### src/or1k_lite_pkg.sv
package or1k_lite_pkg;

	// Widths and boot address
	localparam int XLEN = 32;
	localparam int REG_AW = 5;
	localparam logic [XLEN-1:0] BOOT_ADR = 32'h0000_0100;

	// Instruction buffer depth, equal to the sender's credits after reset
	localparam int INSN_CREDITS = 4;
	localparam int INSN_PTR_W = $clog2(INSN_CREDITS);

	// Major opcodes, bits 31:26
	localparam logic [5:0] OPC_MOVHI = 6'h06;
	localparam logic [5:0] OPC_SYS = 6'h08;
	localparam logic [5:0] OPC_ADDI = 6'h27;
	localparam logic [5:0] OPC_ANDI = 6'h29;
	localparam logic [5:0] OPC_ORI = 6'h2A;
	localparam logic [5:0] OPC_XORI = 6'h2B;
	localparam logic [5:0] OPC_ALU = 6'h38;

	// l.sys also needs this pattern in bits 25:16
	localparam logic [9:0] SYS_TAG = 10'h200;

	// Register-register sub-ops, bits 3:0
	localparam logic [3:0] ALU_ADD = 4'h0;
	localparam logic [3:0] ALU_SUB = 4'h2;
	localparam logic [3:0] ALU_AND = 4'h3;
	localparam logic [3:0] ALU_OR = 4'h4;
	localparam logic [3:0] ALU_XOR = 4'h5;

	typedef struct packed {
		logic [5:0] opcode;
		logic [4:0] rd;
		logic [4:0] ra;
		logic [4:0] rb;
		logic [6:0] unused;
		logic [3:0] sub_op;
	} rr_fmt_t;

	typedef struct packed {
		logic [5:0] opcode;
		logic [4:0] rd;
		logic [4:0] ra;
		logic [15:0] imm;
	} ri_fmt_t;

	// Same word seen as register-register or register-immediate
	typedef union packed {
		rr_fmt_t rr_fmt;
		ri_fmt_t ri_fmt;
	} insn_u;

	typedef enum logic [2:0] {
		ADD,
		SUB,
		AND,
		OR,
		XOR,
		MOVHI
	} alu_op_e;

	typedef enum logic [1:0] {
		NONE,
		ILLEGAL,
		RANGE,
		SYSCALL
	} cause_e;

	typedef struct packed {
		logic valid;
		insn_u word;
	} insn_beat_t;

	typedef struct packed {
		logic valid;
		logic [XLEN-1:0] pc;
		alu_op_e alu_op;
		logic [REG_AW-1:0] rd;
		logic [REG_AW-1:0] ra;
		logic [REG_AW-1:0] rb;
		logic use_imm;
		logic [XLEN-1:0] imm;
		logic writes_rd;
		logic check_ovf;
		cause_e cause;
	} id_ex_t;

	typedef struct packed {
		logic valid;
		logic [XLEN-1:0] pc;
		logic [REG_AW-1:0] rd;
		logic [XLEN-1:0] result;
		logic writes_rd;
		cause_e cause;
	} ex_rt_t;

	typedef struct packed {
		logic valid;
		logic [REG_AW-1:0] addr;
		logic [XLEN-1:0] data;
	} gpr_wb_t;

	typedef struct packed {
		logic valid;
		cause_e cause;
		logic [XLEN-1:0] epcr;
	} except_t;

endpackage

### src/or1k_lite_decode.sv
`timescale 1ns/1ps

module or1k_lite_decode (
	input  logic                                clk,
	input  logic                                rst_n_i,
	input  or1k_lite_pkg::insn_beat_t           head_i,
	input  logic [or1k_lite_pkg::XLEN-1:0]      head_pc_i,
	output logic                                pop_o,
	output or1k_lite_pkg::id_ex_t               id_ex_o
);

	import or1k_lite_pkg::*;

	id_ex_t id_ex_d;
	id_ex_t id_ex_q;
	rr_fmt_t rr;
	ri_fmt_t ri;

	assign rr = head_i.word.rr_fmt;
	assign ri = head_i.word.ri_fmt;

	// No stalls, so a valid head is always taken
	assign pop_o = head_i.valid;

	always_comb begin
		id_ex_d = '0;
		id_ex_d.valid = head_i.valid;
		id_ex_d.pc = head_pc_i;
		id_ex_d.alu_op = ADD;
		id_ex_d.rd = ri.rd;
		id_ex_d.ra = ri.ra;
		id_ex_d.rb = rr.rb;
		id_ex_d.use_imm = 1'b1;
		id_ex_d.cause = ILLEGAL;

		case (ri.opcode)
			OPC_MOVHI: begin
				id_ex_d.alu_op = MOVHI;
				id_ex_d.imm = {ri.imm, 16'h0000};
				id_ex_d.cause = NONE;
			end
			OPC_ADDI: begin
				id_ex_d.alu_op = ADD;
				id_ex_d.imm = {{16{ri.imm[15]}}, ri.imm};
				id_ex_d.check_ovf = 1'b1;
				id_ex_d.cause = NONE;
			end
			OPC_ANDI: begin
				id_ex_d.alu_op = AND;
				id_ex_d.imm = {16'h0000, ri.imm};
				id_ex_d.cause = NONE;
			end
			OPC_ORI: begin
				id_ex_d.alu_op = OR;
				id_ex_d.imm = {16'h0000, ri.imm};
				id_ex_d.cause = NONE;
			end
			OPC_XORI: begin
				id_ex_d.alu_op = XOR;
				id_ex_d.imm = {16'h0000, ri.imm};
				id_ex_d.cause = NONE;
			end
			OPC_SYS: begin
				// rd and ra fields hold bits 25:16
				if ({ri.rd, ri.ra} == SYS_TAG) begin
					id_ex_d.cause = SYSCALL;
				end
			end
			OPC_ALU: begin
				id_ex_d.use_imm = 1'b0;
				id_ex_d.cause = NONE;
				case (rr.sub_op)
					ALU_ADD: begin
						id_ex_d.alu_op = ADD;
						id_ex_d.check_ovf = 1'b1;
					end
					ALU_SUB: begin
						id_ex_d.alu_op = SUB;
						id_ex_d.check_ovf = 1'b1;
					end
					ALU_AND: id_ex_d.alu_op = AND;
					ALU_OR:  id_ex_d.alu_op = OR;
					ALU_XOR: id_ex_d.alu_op = XOR;
					default: id_ex_d.cause = ILLEGAL;
				endcase
			end
			default: id_ex_d.cause = ILLEGAL;
		endcase

		// Excepting instructions never write back
		id_ex_d.writes_rd = (id_ex_d.cause == NONE);
	end

	always_ff @(posedge clk or negedge rst_n_i) begin
		if (!rst_n_i) begin
			id_ex_q <= '0;
		end else begin
			id_ex_q <= id_ex_d;
		end
	end

	assign id_ex_o = id_ex_q;

endmodule

### src/or1k_lite_execute.sv
`timescale 1ns/1ps

module or1k_lite_execute (
	input  logic                                clk,
	input  logic                                rst_n_i,
	input  or1k_lite_pkg::id_ex_t               id_ex_i,
	input  logic [or1k_lite_pkg::XLEN-1:0]      ra_data_i,
	input  logic [or1k_lite_pkg::XLEN-1:0]      rb_data_i,
	input  or1k_lite_pkg::ex_rt_t               rt_fwd_i,
	output logic [or1k_lite_pkg::REG_AW-1:0]    ra_addr_o,
	output logic [or1k_lite_pkg::REG_AW-1:0]    rb_addr_o,
	output or1k_lite_pkg::ex_rt_t               ex_rt_o
);

	import or1k_lite_pkg::*;

	ex_rt_t ex_rt_d;
	ex_rt_t ex_rt_q;
	logic [XLEN-1:0] op_a;
	logic [XLEN-1:0] rb_val;
	logic [XLEN-1:0] op_b;
	logic [XLEN-1:0] sum;
	logic [XLEN-1:0] diff;
	logic [XLEN-1:0] result;
	logic add_ovf;
	logic sub_ovf;
	logic ovf;

	// Newest producer wins. The own register covers distance one,
	// the retire record covers the cycle its write is still pending.
	function automatic logic [XLEN-1:0] fwd_sel(input logic [REG_AW-1:0] addr,
		input logic [XLEN-1:0] rf_data);
		if (addr == '0) begin
			return rf_data;
		end
		if (ex_rt_q.valid && ex_rt_q.writes_rd && (ex_rt_q.rd == addr)) begin
			return ex_rt_q.result;
		end
		if (rt_fwd_i.valid && rt_fwd_i.writes_rd && (rt_fwd_i.rd == addr)) begin
			return rt_fwd_i.result;
		end
		return rf_data;
	endfunction

	assign ra_addr_o = id_ex_i.ra;
	assign rb_addr_o = id_ex_i.rb;

	always_comb begin
		op_a = fwd_sel(id_ex_i.ra, ra_data_i);
		rb_val = fwd_sel(id_ex_i.rb, rb_data_i);
	end

	assign op_b = id_ex_i.use_imm ? id_ex_i.imm : rb_val;

	assign sum = op_a + op_b;
	assign diff = op_a - op_b;

	// Signed overflow from operand and result signs
	assign add_ovf = (op_a[XLEN-1] == op_b[XLEN-1]) && (sum[XLEN-1] != op_a[XLEN-1]);
	assign sub_ovf = (op_a[XLEN-1] != op_b[XLEN-1]) && (diff[XLEN-1] != op_a[XLEN-1]);
	assign ovf = id_ex_i.check_ovf &&
		(((id_ex_i.alu_op == ADD) && add_ovf) || ((id_ex_i.alu_op == SUB) && sub_ovf));

	always_comb begin
		case (id_ex_i.alu_op)
			ADD:     result = sum;
			SUB:     result = diff;
			AND:     result = op_a & op_b;
			OR:      result = op_a | op_b;
			XOR:     result = op_a ^ op_b;
			MOVHI:   result = op_b;
			default: result = sum;
		endcase
	end

	always_comb begin
		ex_rt_d.valid = id_ex_i.valid;
		ex_rt_d.pc = id_ex_i.pc;
		ex_rt_d.rd = id_ex_i.rd;
		ex_rt_d.result = result;
		ex_rt_d.writes_rd = id_ex_i.writes_rd && !ovf;
		ex_rt_d.cause = ovf ? RANGE : id_ex_i.cause;
	end

	always_ff @(posedge clk or negedge rst_n_i) begin
		if (!rst_n_i) begin
			ex_rt_q <= '0;
		end else begin
			ex_rt_q <= ex_rt_d;
		end
	end

	assign ex_rt_o = ex_rt_q;

endmodule

### src/or1k_lite_fetch.sv
`timescale 1ns/1ps

module or1k_lite_fetch (
	input  logic                                clk,
	input  logic                                rst_n_i,
	input  or1k_lite_pkg::insn_beat_t           insn_i,
	input  logic                                pop_i,
	output or1k_lite_pkg::insn_beat_t           head_o,
	output logic [or1k_lite_pkg::XLEN-1:0]      head_pc_o,
	output logic                                credit_o
);

	import or1k_lite_pkg::*;

	insn_u mem_q [INSN_CREDITS];

	// One extra pointer bit tells full from empty
	logic [INSN_PTR_W:0] wr_ptr_q;
	logic [INSN_PTR_W:0] rd_ptr_q;
	logic [XLEN-1:0] pc_q;
	logic credit_q;
	logic empty;
	logic do_pop;

	assign empty = (wr_ptr_q == rd_ptr_q);
	assign do_pop = pop_i && !empty;

	always_ff @(posedge clk) begin
		if (insn_i.valid) begin
			mem_q[wr_ptr_q[INSN_PTR_W-1:0]] <= insn_i.word;
		end
	end

	always_ff @(posedge clk or negedge rst_n_i) begin
		if (!rst_n_i) begin
			wr_ptr_q <= '0;
			rd_ptr_q <= '0;
		end else begin
			if (insn_i.valid) begin
				wr_ptr_q <= wr_ptr_q + 1'b1;
			end
			if (do_pop) begin
				rd_ptr_q <= rd_ptr_q + 1'b1;
			end
		end
	end

	// PC of the head entry, one word per popped instruction
	always_ff @(posedge clk or negedge rst_n_i) begin
		if (!rst_n_i) begin
			pc_q <= BOOT_ADR;
		end else if (do_pop) begin
			pc_q <= pc_q + 32'd4;
		end
	end

	// Each pop hands one credit back to the sender
	always_ff @(posedge clk or negedge rst_n_i) begin
		if (!rst_n_i) begin
			credit_q <= 1'b0;
		end else begin
			credit_q <= do_pop;
		end
	end

	always_comb begin
		head_o.valid = !empty;
		head_o.word = mem_q[rd_ptr_q[INSN_PTR_W-1:0]];
	end

	assign head_pc_o = pc_q;
	assign credit_o = credit_q;

endmodule

### src/or1k_lite_regfile.sv
`timescale 1ns/1ps

module or1k_lite_regfile (
	input  logic                                clk,
	input  logic                                rst_n_i,
	input  logic [or1k_lite_pkg::REG_AW-1:0]    ra_addr_i,
	input  logic [or1k_lite_pkg::REG_AW-1:0]    rb_addr_i,
	input  or1k_lite_pkg::gpr_wb_t              wr_i,
	output logic [or1k_lite_pkg::XLEN-1:0]      ra_data_o,
	output logic [or1k_lite_pkg::XLEN-1:0]      rb_data_o
);

	import or1k_lite_pkg::*;

	logic [XLEN-1:0] gpr_q [2**REG_AW];

	// r0 is never written, so it stays at its reset value of zero
	always_ff @(posedge clk or negedge rst_n_i) begin
		if (!rst_n_i) begin
			for (int i = 0; i < 2**REG_AW; i++) begin
				gpr_q[i] <= '0;
			end
		end else if (wr_i.valid && (wr_i.addr != '0)) begin
			gpr_q[wr_i.addr] <= wr_i.data;
		end
	end

	assign ra_data_o = gpr_q[ra_addr_i];
	assign rb_data_o = gpr_q[rb_addr_i];

endmodule

### src/or1k_lite_retire.sv
`timescale 1ns/1ps

module or1k_lite_retire (
	input  logic                                clk,
	input  logic                                rst_n_i,
	input  or1k_lite_pkg::ex_rt_t               ex_rt_i,
	output or1k_lite_pkg::ex_rt_t               rt_o,
	output or1k_lite_pkg::gpr_wb_t              wb_o,
	output or1k_lite_pkg::except_t              except_o
);

	import or1k_lite_pkg::*;

	ex_rt_t rt_q;

	always_ff @(posedge clk or negedge rst_n_i) begin
		if (!rst_n_i) begin
			rt_q <= '0;
		end else begin
			rt_q <= ex_rt_i;
		end
	end

	// Write-back report doubles as the register file write port
	always_comb begin
		wb_o.valid = rt_q.valid && rt_q.writes_rd;
		wb_o.addr = rt_q.rd;
		wb_o.data = rt_q.result;
	end

	always_comb begin
		except_o.valid = rt_q.valid && (rt_q.cause != NONE);
		except_o.cause = rt_q.cause;
		except_o.epcr = rt_q.pc;
	end

	// Forwarding source for execute
	assign rt_o = rt_q;

endmodule

### src/or1k_lite_top.sv
`timescale 1ns/1ps

module or1k_lite_top (
	input  logic                                clk,
	input  logic                                rst_n_i,
	input  or1k_lite_pkg::insn_beat_t           insn_i,
	output logic                                credit_o,
	output or1k_lite_pkg::gpr_wb_t              wb_o,
	output or1k_lite_pkg::except_t              except_o
);

	import or1k_lite_pkg::*;

	insn_beat_t head;
	logic [XLEN-1:0] head_pc;
	logic pop;
	id_ex_t id_ex;
	ex_rt_t ex_rt;
	ex_rt_t rt;
	logic [REG_AW-1:0] ra_addr;
	logic [REG_AW-1:0] rb_addr;
	logic [XLEN-1:0] ra_data;
	logic [XLEN-1:0] rb_data;

	or1k_lite_fetch u_fetch (
		.clk       (clk),
		.rst_n_i   (rst_n_i),
		.insn_i    (insn_i),
		.pop_i     (pop),
		.head_o    (head),
		.head_pc_o (head_pc),
		.credit_o  (credit_o)
	);

	or1k_lite_decode u_decode (
		.clk       (clk),
		.rst_n_i   (rst_n_i),
		.head_i    (head),
		.head_pc_i (head_pc),
		.pop_o     (pop),
		.id_ex_o   (id_ex)
	);

	or1k_lite_regfile u_regfile (
		.clk       (clk),
		.rst_n_i   (rst_n_i),
		.ra_addr_i (ra_addr),
		.rb_addr_i (rb_addr),
		.wr_i      (wb_o),
		.ra_data_o (ra_data),
		.rb_data_o (rb_data)
	);

	or1k_lite_execute u_execute (
		.clk       (clk),
		.rst_n_i   (rst_n_i),
		.id_ex_i   (id_ex),
		.ra_data_i (ra_data),
		.rb_data_i (rb_data),
		.rt_fwd_i  (rt),
		.ra_addr_o (ra_addr),
		.rb_addr_o (rb_addr),
		.ex_rt_o   (ex_rt)
	);

	or1k_lite_retire u_retire (
		.clk       (clk),
		.rst_n_i   (rst_n_i),
		.ex_rt_i   (ex_rt),
		.rt_o      (rt),
		.wb_o      (wb_o),
		.except_o  (except_o)
	);

endmodule
### config.mk
export PLATFORM = sky130hd
export DESIGN_NAME = or1k_lite_top
export DESIGN_NICKNAME = d
export VERILOG_FILES = /design/src/or1k_lite_pkg.sv /design/src/or1k_lite_decode.sv /design/src/or1k_lite_execute.sv /design/src/or1k_lite_fetch.sv /design/src/or1k_lite_regfile.sv /design/src/or1k_lite_retire.sv /design/src/or1k_lite_top.sv
export SDC_FILE = /design/constraint.sdc
export NUM_CORES = 2
export LEC_CHECK = 0
export ABC_CLOCK_PERIOD_IN_PS = 5950
export BUFFER_PORTS_ARGS = -buffer_cell sky130_fd_sc_hd__clkbuf_2
export CAP_MARGIN = 10
export CORE_UTILIZATION = 58
export CTS_CLUSTER_SIZE = 30
export DETAILED_ROUTE_END_ITERATION = 7
export PLACE_DENSITY = 0.77
export SLEW_MARGIN = 20
export SYNTH_ARGS = -nofsm -noshare
export SYNTH_HDL_FRONTEND = slang
export SYNTH_SLANG_ARGS = --single-unit
### constraint.sdc
create_clock -name clk -period 5.95 [get_ports clk]
set_input_delay 0.8925 -clock clk [delete_from_list [all_inputs] [get_ports clk]]
set_output_delay 0.8925 -clock clk [all_outputs]
set_load 0.03 [all_outputs]
== Word level (Yosys, flattened, before mapping) ==
Memories as Yosys holds them, arrays and structs flattened.
Cells that the tools add are included.

* Bits in registers: 1296
* Bits in writable memories: 128
* Bits of input ports: 35
* Word-level logic and storage cells: 176
* Memories kept: 1

{| class="wikitable"
|+ Memories
! memory !! depth !! width !! rd ports !! clocked after Yosys merged registers in !! wr ports !! line !! text
|-
| u_fetch.mem_q || 4 || 32 || 1 || 0 || 1 || or1k_lite_fetch.sv:15 || <nowiki>insn_u mem_q [INSN_CREDITS];</nowiki>
|}

* Add/subtract/negate cells: 5
* $lt $le $gt $ge: 4
* Equality and inequality tests: 26
* Muxes and demuxes: 47
* Bitwise gates (word level): 6
* Reduce and logical (&&, ||, !) cells: 29

{| class="wikitable"
|+ Operators with widths
! cell !! number
|-
| bitwise mux 1024 bit || 1
|-
| two-way mux 32 bit || 18
|-
| binary-select mux 32 bit (select 5 bit) || 2
|-
| demux 32 bit (select 5 bit) || 1
|-
| case mux 32 bit (5 select lines) || 1
|-
| case mux 32 bit (3 select lines) || 1
|-
| adder 32 x 3 -> 32 bit (second input constant) || 1
|-
| adder 32 bit || 1
|-
| AND 32 bit || 1
|-
| bitwise OR 32 bit || 1
|-
| subtractor 32 bit || 1
|-
| bitwise XOR 32 bit || 1
|-
| equality test 6 bit (second input constant) || 5
|-
| equality test 5 bit || 4
|-
| >= comparator 6 bit (second input constant) || 3
|-
| inverter 5 -> 6 bit || 3
|-
| two-way mux 1 bit || 17
|-
| logical AND 1 bit || 15
|-
| case mux 3 bit (5 select lines) || 1
|-
| case mux 3 bit (4 select lines) || 1
|-
| equality test 10 bit (second input constant) || 1
|-
| zero test 5 bit || 2
|-
| OR reduction 5 bit || 2
|-
| equality test 4 x 2 -> 1 bit (second input constant) || 2
|-
| other kinds (23) || 31
|}

== Logic depth before layout (Yosys ltp) ==
* Depth in word-level cells: 19
* Gate-level depth with buffers: 23

== Cells and area by module ==
A second synthesis with hierarchy kept.

* Cells, all modules: 6469
* Area, all modules: 76731.1 µm²

{| class="wikitable"
|+ By module, submodules not included
! module !! instances !! cells each !! area each (µm²) !! sequential area each (µm²)
|-
| or1k_lite_regfile || 1 || 4601 || 55942.4 || 25624.6
|-
| or1k_lite_execute || 1 || 1227 || 9252.6 || 1826.8
|-
| or1k_lite_fetch || 1 || 323 || 6399.9 || 4770.8
|-
| or1k_lite_decode || 1 || 172 || 2762.6 || 2202.1
|-
| or1k_lite_retire || 1 || 146 || 2373.5 || 1826.8
|}

== Least setup slack after synthesis ==
Ideal clock, no wire load.

* Path type: reg2reg
* From: reg u_decode.id_ex_q (netlist bit u_decode.id_ex_o[42])
* To: reg u_execute.ex_rt_q (netlist bit u_execute.ex_rt_o[33])
* Data arrival time: 5475 ps
* Required time: 5818 ps
* Slack: 343 ps
* Cell stages (with the launch flop): 20
* Path buffers: 3
* Period minus slack after synthesis: 5607 ps
* Cells stage by stage: dfrtp_1 -> buf_2 -> clkbuf_1 -> clkbuf_1 -> mux4_2 -> mux4_2 -> mux2_2 -> o22ai_1 -> a21oi_1 -> ha_1 -> fa_1 -> nor2b_1 -> o311ai_1 -> a31oi_1 -> a211oi_2 -> o21ai_1 -> a21boi_0 -> o211ai_1 -> a221oi_1 -> o21ai_1

{| class="wikitable"
|+ RTL lines
! element !! line !! text
|-
| start, declared || or1k_lite_decode.sv:15 || <nowiki>id_ex_t id_ex_q;</nowiki>
|-
| start signal, assigned || or1k_lite_decode.sv:98 || <nowiki>id_ex_q <= id_ex_d;</nowiki>
|-
| end signal, assigned || or1k_lite_execute.sv:89 || <nowiki>ex_rt_q <= ex_rt_d;</nowiki>
|-
| end, declared || or1k_lite_execute.sv:18 || <nowiki>ex_rt_t ex_rt_q;</nowiki>
|}

==> flow_metrics.tcl <==
set metrics [dict create \
    max_stage_delay_ns 0.51 \
    htreeDepth 4 \
    antenna_found_initial 4 \
    final.setup_skew_ns 0.0494 \
    cp_common_cell "buf_12" \
    coreArea_um2 126000 \
    synth.avg_cell_area_um2 14.6 \
    rsz0062_at_grt "yes" \
    cp_max_fo 26 \
    regArea_um2 36100 \
    cts_sinks 1416 \
    detail-route-antenna-nets 0 \
    dieArea_um2 129000 \
    first_pass_iters 7 \
    drtIter0Drc 5326 \
    relSlewSlack 0.194 \
    grt_pass1_wl_mm 324 \
    yosysWarnings 0 \
    worstMarginPinSlew_ns 1.21 \
    r2r_start "u_decode.id_ex_o[37]" \
    worst_setup_path_start_kind "flop" \
    multiInputGateArea_um2 35500 \
    io_buffers 106 \
    grtUsageMet3 0.0733 \
    cts_buffer_depth 3 \
    routed_wirelength_mm 217 \
    finalCritPeriodShare 0.969 \
    top_usage_layer "met2" \
    fin_tns_setup_ns 0 \
    nNetsFinal 5158 \
    status "complete, no violations" \
    detail_route.wl_per_cell_um 31.9 \
    initial_core_util 0.588 \
    cp-end-kind "flop" \
    grt_max_degree 160 \
    gr-usage-all-layers 0.339 \
    synth.ff_latch_count 1416 \
    p_leak_nw 37.3 \
    min_period_ns 5.77 \
    path_class "reg -> reg" \
    boundaryPins 109 \
    maxCapViolCount 0 \
    synthFlopType "dfrtp_1" \
    critical_path.cell_chain "buf_12, buf_12, buf_12, mux4_2, mux4_2, mux2i_1, a221oi_1, a21oi_1, ha_1, or4_1, nand2b_1, or3_1, o21ai_1, a21boi_0, buf_4, o31ai_1, xnor2_1, a21oi_1" \
    use_met2 0.525 \
    final_cell_mix "dfrtp_1 (1273), mux2_2 (1031), mux4_2 (658), buf_4 (202), a21oi_1 (171)" \
    fp-row-count 130 \
    synth-async-reset-ratio 0.910 \
    areaGrowthSynthToFinish_pct 10.6 \
    synth_edf_count 128 \
    drive_gt1_frac 0.459 \
    vias 47600 \
    arrival_ns 6.40 \
    whs_ns 0.0819 \
    hold_viol 0 \
    grt_pass1_vias 49000 \
    numCtsBuffers 148 \
    layout_commonest_cell "dfrtp_1" \
    cts_root_buf "clkbuf_16" \
    setup_violations 0 \
    vias_per_cell 7.01 \
    fin_util 0.650 \
    synth_area_um2 74200 \
    slowest_stage "mux4_2" \
    cts_tree "done" \
    fmax_mhz 173 \
    clkTransAtPathRegs_ns 0.07 \
    hold_class "in -> async" \
    dp_hpwl_mm 132 \
    yosysSeqAreaShare 0.486 \
    grtUsageMet1 0.456 \
    postPlaceCellArea_um2 76900 \
    final_max_slew_viol_count 0 \
    final_cell_area_um2 82100 \
    fill_cells 8739 \
    globalRouteOverflowTotal 0 \
    yosysUniqueCellTypes 88 \
    clk_latency_ns 0.82 \
    drc 0 \
    gp_congestion 1.03 \
    synth_cells 5073 \
    powerDensity_nw_per_um2 427 \
    die_h_um 360 \
    required_ns 6.59 \
    peakVddDrop_mv 0.390 \
    startpoint "u_decode.id_ex_o[37]" \
    die_x_um 360 \
]
cells by family after synthesis:
| kind of cell | after synthesis | share of synthesized area |
|---|---|---|
| adders and majority gates | 105 | 0.0179 |
| xor gates and xnor gates | 70 | 0.00826 |
| buffers and inverters | 655 | 0.0398 |
| DFF | 1416 | 0.486 |
| other | 1 | 0.0000505 |
| AOI/OAI and AO/OA | 607 | 0.0536 |
| muxes | 1736 | 0.363 |
| and+or+nand+nor | 483 | 0.0313 |
metal layers:
layer / vias to the layer above / part of all wire
met4: 4 / 0.055
met5: - / 0.00012
met1: 25200 / 0.38
met3: 627 / 0.089
met2: 2487 / 0.47
li1: 19200 / -
final timing paths:
| check | to | slack (ns) | cells after the start |
|---|---|---|---|
| setup / recovery | u_execute.ex_rt_o[31] | 0.18 | 18 |
| hold / removal | u_regfile.gpr_q[752] | 0.08 | 1 |
| setup reg to reg | u_execute.ex_rt_o[31] | 0.18 | 18 |
| hold reg to reg | u_retire.except_o[32] | 0.33 | 0 |
| max in group asynchronous | u_fetch.rd_ptr_q[0] | 4.36 | 2 |
| min in group clk | u_fetch.mem_q[3][18] | 0.29 | 1 |
critical path, delay by kind of cell (launching register included):
family,cells,cell delay (ns)
multiplexers,3,1.23
buffers and inverters,4,0.93
XOR/XNOR,1,0.16
AND/OR/NAND/NOR,3,1.01
flip-flops,1,0.49
adder cells (fa/ha/maj),1,0.31
AO/OA/AOI/OAI,6,1.38
power by group:
part | switching, W | internal (W) | total (W)
clock | 0.00413 | 0.00552 | 0.00965
combinational | 0.00771 | 0.00568 | 0.0134
sequential | 0.00113 | 0.0109 | 0.0120
final cells by class:
class | count | share of cell area
clock buffer | 205 | 0.0513
timing repair buffer | 349 | 0.0351
multi-input combinational | 3003 | 0.432
sequential | 1416 | 0.440
tap | 1650 | 0.0252
inverter | 100 | 0.00457
antenna | 1 | 0.0000305
clock inverter | 62 | 0.0113
Yosys cell counts, types with 7 or more instances:
cell type	instances	area share
a2111oi_0	8	0.00094
a211oi_1	20	0.0020
a21boi_0	8	0.00081
a21o_1	41	0.0041
a21oi_1	171	0.012
a221oi_1	32	0.0038
a22o_1	11	0.0013
a22oi_1	13	0.0013
a2bb2oi_1	7	0.00083
a31oi_1	17	0.0014
and2_1	27	0.0023
and3_1	12	0.0010
buf_1	105	0.0053
buf_2	59	0.0040
buf_4	78	0.0079
buf_6	14	0.0021
clkbuf_1	297	0.015
dfrtp_1	1287	0.43
edfxtp_1	128	0.052
ha_1	103	0.017
inv_1	97	0.0049
mux2_2	1031	0.16
mux2i_1	44	0.0059
mux4_2	658	0.20
nand2_1	122	0.0062
nand2b_1	26	0.0022
nand3_1	35	0.0024
nand4_1	16	0.0013
nor2_1	148	0.0075
nor2b_1	25	0.0021
nor3_1	21	0.0014
nor4_1	13	0.0011
o211ai_1	13	0.0013
o21a_1	11	0.0011
o21ai_0	75	0.0051
o21bai_1	9	0.00091
o221ai_1	9	0.0011
o22ai_1	101	0.0085
o31ai_1	8	0.00081
or2_2	8	0.00067
or3_1	8	0.00067
xnor2_1	51	0.0060
xor2_1	19	0.0022
state kept, by name, indices dropped and copies added, names as in the netlist:
signal	flops
u_retire.rt_o	39
u_retire.except_o	32
u_fetch.mem_q	128
u_decode.id_ex_o	86
u_fetch.head_pc_o	30
u_fetch.wr_ptr_q	3
u_fetch.rd_ptr_q	3
u_execute.ex_rt_o	71
u_regfile.gpr_q	1024
what timing repair did:
action / CTS / global route
setup buffers: 0 / 6
resized for setup: 0 / 7
hold buffers: 0 / 0
endpoints found under the setup margin: 0 / 9
through the flow:
stage	total power (W)	setup slack, ns	cells
after floorplan	0.0207	0.343	5074
after global placement	0.0251	0.164	6512
after detailed placement	0.0253	0.111	6512
after CTS	0.0350	0.112	6779
after global routing	0.0364	-0.00641	6786
final	0.0351	0.184	6786
No activity file was read; power rests on OpenSTA's default activity.
